### config.mk
export PLATFORM = sky130hd
export DESIGN_NAME = controlUnit
export DESIGN_NICKNAME = d
export VERILOG_FILES = /design/src/rtl/ctrlPkg.sv /design/src/rtl/instrDecoder.sv /design/src/rtl/cycleSequencer.sv /design/src/rtl/controlWordGen.sv /design/src/rtl/controlUnit.sv
export SDC_FILE = /design/constraint.sdc
export NUM_CORES = 1
export LEC_CHECK = 0
export CELL_PAD_IN_SITES_DETAIL_PLACEMENT = 0
export CELL_PAD_IN_SITES_GLOBAL_PLACEMENT = 1
export CORE_ASPECT_RATIO = 0.7
export CORE_MARGIN = 2
export CORE_UTILIZATION = 40
export DETAILED_ROUTE_END_ITERATION = 12
export DONT_BUFFER_PORTS = 1
export GPL_ROUTABILITY_DRIVEN = 1
export PLACE_DENSITY_LB_ADDON = 0.1
export SLEW_MARGIN = 30
export SYNTH_ARGS = -nofsm -noshare
export SYNTH_HDL_FRONTEND = slang
export SYNTH_SLANG_ARGS = --single-unit
### constraint.sdc
create_clock -name clk -period 2.15 [get_ports clk]
set_clock_uncertainty 0.2 [all_clocks]
set_input_delay 0.215 -clock clk [delete_from_list [all_inputs] [get_ports clk]]
set_output_delay 0.215 -clock clk [all_outputs]
set_load 0.005 [all_outputs]
### src/rtl/ctrlPkg.sv
package ctrlPkg;

  // Primary opcode field in instr[31:26]
  typedef enum logic [5:0] {
    opcRType = 6'b000000,
    opcJ     = 6'b000010,
    opcJal   = 6'b000011,
    opcAddi  = 6'b001000,
    opcAddiu = 6'b001001,
    opcSlti  = 6'b001010,
    opcLui   = 6'b001111,
    opcSw    = 6'b101011
  } opcode_e;

  // R-type function field in instr[5:0]
  typedef enum logic [5:0] {
    fnXchg = 6'b000101,
    fnJr   = 6'b001000,
    fnMfhi = 6'b010000,
    fnMflo = 6'b010010,
    fnAdd  = 6'b100000,
    fnSub  = 6'b100010,
    fnAnd  = 6'b100100,
    fnSlt  = 6'b101010
  } funct_e;

  typedef enum logic [3:0] {
    opAdd,
    opSub,
    opAnd,
    opSlt,
    opAddi,
    opAddiu,
    opSlti,
    opLui,
    opSw,
    opJ,
    opJal,
    opJr,
    opMfhi,
    opMflo,
    opXchg,
    opInvalid
  } operation_e;

  typedef enum logic [3:0] {
    stIdle,
    stFetchWait,
    stFetchPc,
    stFetchIr,
    stDecode,
    stExecute,
    stExecute2,
    stExcOverflow,
    stExcOpcode
  } state_e;

  // Encodings follow the datapath ALU selector
  typedef enum logic [2:0] {
    aluPass = 3'b000,
    aluAdd  = 3'b001,
    aluSub  = 3'b010,
    aluAnd  = 3'b011,
    aluSlt  = 3'b111
  } aluOp_e;

  typedef enum logic {
    srcAPc,
    srcARegA
  } aluSrcA_e;

  typedef enum logic [1:0] {
    srcBRegB,
    srcBFour,
    srcBImm
  } aluSrcB_e;

  typedef enum logic [1:0] {
    dstRt,
    dstRd,
    dstRa,
    dstRs
  } regDst_e;

  typedef enum logic [2:0] {
    wbAluOut,
    wbHi,
    wbLo,
    wbUpperImm,
    wbPc,
    wbRegA,
    wbRegB
  } memToReg_e;

  // Memory address select with both exception vectors
  typedef enum logic [1:0] {
    addrPc,
    addrAluResult,
    addrVecOverflow,
    addrVecOpcode
  } iorD_e;

  typedef enum logic {
    pcAluResult,
    pcJumpTarget
  } pcSource_e;

  typedef struct packed {
    logic       pcWrite;
    logic       aWrite;
    logic       bWrite;
    logic       epcWrite;
    logic       irWrite;
    logic       regWrite;
    logic       memWrite;
    aluOp_e     aluOp;
    aluSrcA_e   aluSrcA;
    aluSrcB_e   aluSrcB;
    regDst_e    regDst;
    memToReg_e  memToReg;
    iorD_e      iorD;
    pcSource_e  pcSource;
  } ctrlWord_t;

  typedef struct packed {
    state_e     state;
    operation_e op;
  } seqStatus_t;

endpackage

### src/rtl/instrDecoder.sv
`timescale 1ns/100ps

module instrDecoder (
  input  ctrlPkg::opcode_e    opcode,
  input  ctrlPkg::funct_e     funct,
  output ctrlPkg::operation_e op
);
  import ctrlPkg::*;

  operation_e rTypeOp;

  // R-type selects on funct only
  always_comb begin
    case (funct)
      fnAdd:   rTypeOp = opAdd;
      fnSub:   rTypeOp = opSub;
      fnAnd:   rTypeOp = opAnd;
      fnSlt:   rTypeOp = opSlt;
      fnJr:    rTypeOp = opJr;
      fnMfhi:  rTypeOp = opMfhi;
      fnMflo:  rTypeOp = opMflo;
      fnXchg:  rTypeOp = opXchg;
      default: rTypeOp = opInvalid;
    endcase
  end

  always_comb begin
    case (opcode)
      opcRType: op = rTypeOp;
      opcAddi:  op = opAddi;
      opcAddiu: op = opAddiu;
      opcSlti:  op = opSlti;
      opcLui:   op = opLui;
      opcSw:    op = opSw;
      opcJ:     op = opJ;
      opcJal:   op = opJal;
      // Anything else raises the opcode exception
      default:  op = opInvalid;
    endcase
  end

endmodule

### src/rtl/cycleSequencer.sv
`timescale 1ns/100ps

module cycleSequencer #(
  parameter int MemWaitCycles = 2
) (
  input  logic                clk,
  input  logic                reset,
  input  ctrlPkg::operation_e op,
  input  logic                overflow,
  output ctrlPkg::seqStatus_t status
);
  import ctrlPkg::*;

  localparam int WaitWidth = (MemWaitCycles > 1) ? $clog2(MemWaitCycles) : 1;

  state_e               state;
  state_e               nextState;
  operation_e           opReg;
  logic [WaitWidth-1:0] waitCount;
  logic                 waitDone;
  logic                 trapsOverflow;

  assign waitDone = (waitCount == WaitWidth'(MemWaitCycles - 1));

  // Only signed adds and subtracts trap
  assign trapsOverflow = (opReg == opAdd) || (opReg == opSub) || (opReg == opAddi);

  always_comb begin
    nextState = state;
    case (state)
      stIdle:      nextState = stFetchWait;
      stFetchWait: nextState = waitDone ? stFetchPc : stFetchWait;
      stFetchPc:   nextState = stFetchIr;
      stFetchIr:   nextState = stDecode;
      // Decoder output used directly as opReg loads on this same edge
      stDecode:    nextState = (op == opInvalid) ? stExcOpcode : stExecute;
      stExecute: begin
        if (opReg == opXchg) begin
          nextState = stExecute2;
        end else if (overflow && trapsOverflow) begin
          nextState = stExcOverflow;
        end else begin
          nextState = stFetchWait;
        end
      end
      default:     nextState = stFetchWait;
    endcase
  end

  always_ff @(posedge clk) begin
    if (reset) begin
      state <= stIdle;
    end else begin
      state <= nextState;
    end
  end

  // Counts memory wait cycles and clears outside fetch wait
  always_ff @(posedge clk) begin
    if (reset) begin
      waitCount <= '0;
    end else if (state == stFetchWait && !waitDone) begin
      waitCount <= waitCount + 1'b1;
    end else begin
      waitCount <= '0;
    end
  end

  always_ff @(posedge clk) begin
    if (reset) begin
      opReg <= opInvalid;
    end else if (state == stDecode) begin
      opReg <= op;
    end
  end

  assign status = '{state: state, op: opReg};

endmodule

### src/rtl/controlWordGen.sv
`timescale 1ns/100ps

module controlWordGen (
  input  ctrlPkg::seqStatus_t status,
  output ctrlPkg::ctrlWord_t  ctrl
);
  import ctrlPkg::*;

  always_comb begin
    ctrl = '0;
    case (status.state)
      stFetchWait: ctrl.iorD = addrPc;
      // PC + 4 while memory returns the instruction
      stFetchPc: begin
        ctrl.pcWrite  = 1'b1;
        ctrl.aluOp    = aluAdd;
        ctrl.aluSrcA  = srcAPc;
        ctrl.aluSrcB  = srcBFour;
        ctrl.pcSource = pcAluResult;
        ctrl.iorD     = addrPc;
      end
      stFetchIr: ctrl.irWrite = 1'b1;
      stDecode: begin
        ctrl.aWrite = 1'b1;
        ctrl.bWrite = 1'b1;
      end
      stExecute: begin
        case (status.op)
          opAdd, opSub, opAnd, opSlt: begin
            ctrl.regWrite = 1'b1;
            ctrl.aluSrcA  = srcARegA;
            ctrl.aluSrcB  = srcBRegB;
            ctrl.regDst   = dstRd;
            ctrl.memToReg = wbAluOut;
            case (status.op)
              opSub:   ctrl.aluOp = aluSub;
              opAnd:   ctrl.aluOp = aluAnd;
              opSlt:   ctrl.aluOp = aluSlt;
              default: ctrl.aluOp = aluAdd;
            endcase
          end
          opAddi, opAddiu, opSlti: begin
            ctrl.regWrite = 1'b1;
            ctrl.aluOp    = (status.op == opSlti) ? aluSlt : aluAdd;
            ctrl.aluSrcA  = srcARegA;
            ctrl.aluSrcB  = srcBImm;
            ctrl.regDst   = dstRt;
            ctrl.memToReg = wbAluOut;
          end
          opLui: begin
            ctrl.regWrite = 1'b1;
            ctrl.regDst   = dstRt;
            ctrl.memToReg = wbUpperImm;
          end
          // Store address is rs + imm
          opSw: begin
            ctrl.memWrite = 1'b1;
            ctrl.aluOp    = aluAdd;
            ctrl.aluSrcA  = srcARegA;
            ctrl.aluSrcB  = srcBImm;
            ctrl.iorD     = addrAluResult;
          end
          opJ, opJal: begin
            ctrl.pcWrite  = 1'b1;
            ctrl.pcSource = pcJumpTarget;
            if (status.op == opJal) begin
              ctrl.regWrite = 1'b1;
              ctrl.regDst   = dstRa;
              ctrl.memToReg = wbPc;
            end
          end
          opJr: begin
            ctrl.pcWrite  = 1'b1;
            ctrl.aluOp    = aluPass;
            ctrl.aluSrcA  = srcARegA;
            ctrl.pcSource = pcAluResult;
          end
          opMfhi, opMflo: begin
            ctrl.regWrite = 1'b1;
            ctrl.regDst   = dstRd;
            ctrl.memToReg = (status.op == opMfhi) ? wbHi : wbLo;
          end
          // First half of the swap writes old rt into rs
          opXchg: begin
            ctrl.regWrite = 1'b1;
            ctrl.regDst   = dstRs;
            ctrl.memToReg = wbRegB;
          end
          default: ctrl = '0;
        endcase
      end
      stExecute2: begin
        ctrl.regWrite = 1'b1;
        ctrl.regDst   = dstRt;
        ctrl.memToReg = wbRegA;
      end
      stExcOverflow: begin
        ctrl.epcWrite = 1'b1;
        ctrl.iorD     = addrVecOverflow;
      end
      stExcOpcode: begin
        ctrl.epcWrite = 1'b1;
        ctrl.iorD     = addrVecOpcode;
      end
      default: ctrl = '0;
    endcase
  end

endmodule

### src/rtl/controlUnit.sv
`timescale 1ns/100ps

module controlUnit #(
  parameter int MemWaitCycles = 2
) (
  input  logic               clk,
  input  logic               reset,
  input  ctrlPkg::opcode_e   opcode,
  input  ctrlPkg::funct_e    funct,
  input  logic               overflow,
  output ctrlPkg::ctrlWord_t ctrl
);
  import ctrlPkg::*;

  operation_e op;
  seqStatus_t status;

  instrDecoder u_instrDecoder (
    .opcode (opcode),
    .funct  (funct),
    .op     (op)
  );

  cycleSequencer #(
    .MemWaitCycles (MemWaitCycles)
  ) u_cycleSequencer (
    .clk      (clk),
    .reset    (reset),
    .op       (op),
    .overflow (overflow),
    .status   (status)
  );

  controlWordGen u_controlWordGen (
    .status (status),
    .ctrl   (ctrl)
  );

endmodule

==> results_dict.tcl <==
set metrics [dict create \
    synth_edf_count 0 \
    cp.required_ns 1.74 \
    yosys.area.top_type "dfxtp_1" \
    r2r_start "u_cycleSequencer.opReg[0]" \
    tns_ns 0 \
    grt_pass1_vias 1034 \
    gp_congestion 0.838 \
    synth_cells 157 \
    wl_met2_mm 1.15 \
    grt_first_pass_wirelength_mm 4.84 \
    detail_route.drc_violations 0 \
    synthesis.area_um2 1130 \
    leakage_nw 0.430 \
    crit_end "ctrl[1]" \
    total_power_w 0.000447 \
    numClockSinks 9 \
    min_period_ns 2.02 \
    fin_crit_sh_pct 94.1 \
    crit_path_start "u_cycleSequencer.state[1]" \
    wl_met3_um 221 \
    rr_worst_depth 5 \
    cts_max_path_buffers 2 \
    avgSynthCellArea_um2 7.22 \
    drive_above_1_share_pct 13.2 \
    initial_core_util_pct 41.3 \
    crit_fanout 9 \
    grt_max_degree 17 \
    die_w_um 67.6 \
    cts_max_level 1 \
    setup_viol 0 \
    hold_viol_final 0 \
    area.sequential_um2 183 \
    synth.area.top_cells "dfxtp_1 (16%), nor2_1 (6.0%), nand2_1 (4.6%)" \
    clk_pin_slew_worst_paths_ns 0.04 \
    fin_cells 187 \
    vias_per_cell 6.01 \
    reg2reg_slack_ns 0.39 \
    critPathLaunchType "register" \
    end_kind "primary output" \
    clkLatencyLatePin_ns 0.23 \
    pin_count 36 \
    ir_drop_uv 297 \
    core_area_um2 2740 \
    drtPass1Iterations 4 \
    yosys.cell_types.count 54 \
    layout.nets 167 \
    hold_path.class "primary input to register" \
    synthDominantCellAreaShare_pct 15.9 \
    cts_made_buffers 3 \
    antenna_left 0 \
    final_common_cell "nor2_1" \
    post-route-util_pct 43.2 \
    maxCapViolCount 0 \
    power_density_nw_per_um2 377 \
    synthArstFlopShare_pct 0 \
    place_hpwl_mm 2.18 \
    cts_root_buf "clkbuf_8" \
    slew_headroom_pct 63.9 \
    yosysWarnings 0 \
    critPathArrivalTime_ns 1.61 \
    yosysSeqAreaShare_pct 15.9 \
    die_y_um 48.5 \
    crit_type "register to primary output" \
    r2r-end "u_cycleSequencer.state[1]" \
    area_growth_pct 4.64 \
    layout_common_cells "nor2_1 (18), nand2_1 (14), nor3_1 (10)" \
    multi_input_area_um2 863 \
    place_inst 181 \
    final_max_slew_viol_count 0 \
    port_buffers 0 \
    rows 16 \
    outcome "finished, final reports clean" \
    n_fill_cell 278 \
    synth_ff_type "dfxtp_1" \
    grt_antenna_before_repair 0 \
    rsz0062_at_grt "false" \
    final_area_um2 1190 \
    routed.top_layer "met4" \
    fmax_mhz 494 \
    grt.total_usage_pct 18.8 \
    wire_per_inst_um 15.2 \
    dieArea_um2 3280 \
    synth-seq-cells 9 \
    via_count 1123 \
    wl_met1_mm 1.45 \
    syn_nets 172 \
    antenna_cells 0 \
    grt-ovfl-total 0 \
    place_area_um2 1120 \
    tightestPinTransition_ns 0.540 \
    drt_wl_total_mm 2.84 \
    dr.first_iter.drc_count 80 \
    cts_tree "done" \
]
==> where the power goes <==
| part | total [W] | internal [W] | leakage (nW) | switching (W) |
|---|---|---|---|---|
| Combinational | 0.0000709 | 0.0000355 | 0.334 | 0.0000353 |
| Clock | 0.000194 | 0.000129 | 0.0228 | 0.0000649 |
| Sequential | 0.000182 | 0.000173 | 0.0739 | 0.00000914 |
==> flip-flops by register name (all words and copies together) (netlist names) <==
| register | cells |
|---|---|
| u_cycleSequencer.opReg | 4 |
| u_cycleSequencer.state | 4 |
| u_cycleSequencer.waitCount | 1 |
==> cell families (layout without fill, tap and decap cells) <==
kind of cell              Yosys count  in the layout  share of synthesized area (%)
AOI/OAI and AO/OA                  41             41                           27.7
DFF                                 9              9                           15.9
muxes                               4              4                           3.64
buffers and inverters              18             12                           7.95
xor gates and xnor gates            6              6                           4.64
and+or+nand+nor                    79             79                           40.2
==> worst min-delay path by stage <==
stage	start	end	slack [ns]	depth (start not counted)
6_report	opcode[4]	u_cycleSequencer.state[3]	0.02	2
5_1_grt	opcode[4]	u_cycleSequencer.state[3]	0.03	2
4_1_cts	opcode[4]	u_cycleSequencer.state[3]	0.01	2
3_5_place_dp	reset	u_cycleSequencer.state[1]	0.09	1
3_3_place_gp	reset	u_cycleSequencer.state[1]	0.09	1
2_1_floorplan	reset	u_cycleSequencer.state[1]	0.09	1
==> Yosys cell counts (2+ instances only) <==
cell,n
a221oi_1,2
xor2_1,3
nor2b_1,4
clkbuf_1,7
nor4b_1,4
nand2b_1,6
o31ai_1,2
buf_6,2
nand3_1,4
or2_2,3
o21ai_0,7
buf_2,3
nor3_1,10
or2_1,2
nand2_1,14
dfxtp_1,9
nor2_1,18
and3_2,2
a211o_1,2
a22oi_1,3
a211oi_1,4
o21bai_1,3
inv_1,4
a311oi_1,2
mux2i_1,3
a21oi_1,4
xnor2_1,3
==> cell type report <==
class	count	share of cell area [%]
timing repair buffer	4	2.95
inverter	4	1.27
multi-input combinational	130	72.8
tap	36	3.80
sequential	9	15.4
clock buffer	4	3.80
==> per-layer routing <==
metal / track usage [%] / vias to the layer above
li1: - / 564
met1: 29.2 / 524
met2: 25.3 / 33
met3: 6.28 / 2
met4: 2.04 / 0
met5: 0 / -
==> per-stage QoR <==
stage	worst slack, ns	hold WS, ns
after global routing	0.0169	0.0298
after floorplan	0.332	0.0918
after global placement	0.335	0.0926
after detailed placement	0.320	0.0948
after CTS	0.0667	0.0107
final	0.127	0.0188
==> critical path: stages (launching register included) <==
cell	delay, ns
dfxtp_1	0.38
nand2b_1	0.20
or2_1	0.32
nor4_2	0.31
nand2b_1	0.17
==> timing repair <==
| item | 4_1_cts | 5_1_grt |
|---|---|---|
| buffers inserted | 0 | 0 |
| hold buffers | 2 | 0 |
| resized for setup | 0 | 2 |
| endpoints found under the hold margin | 8 | 0 |
| setup endpoints to repair | 0 | 3 |
Power figures use the tool's default switching activity.
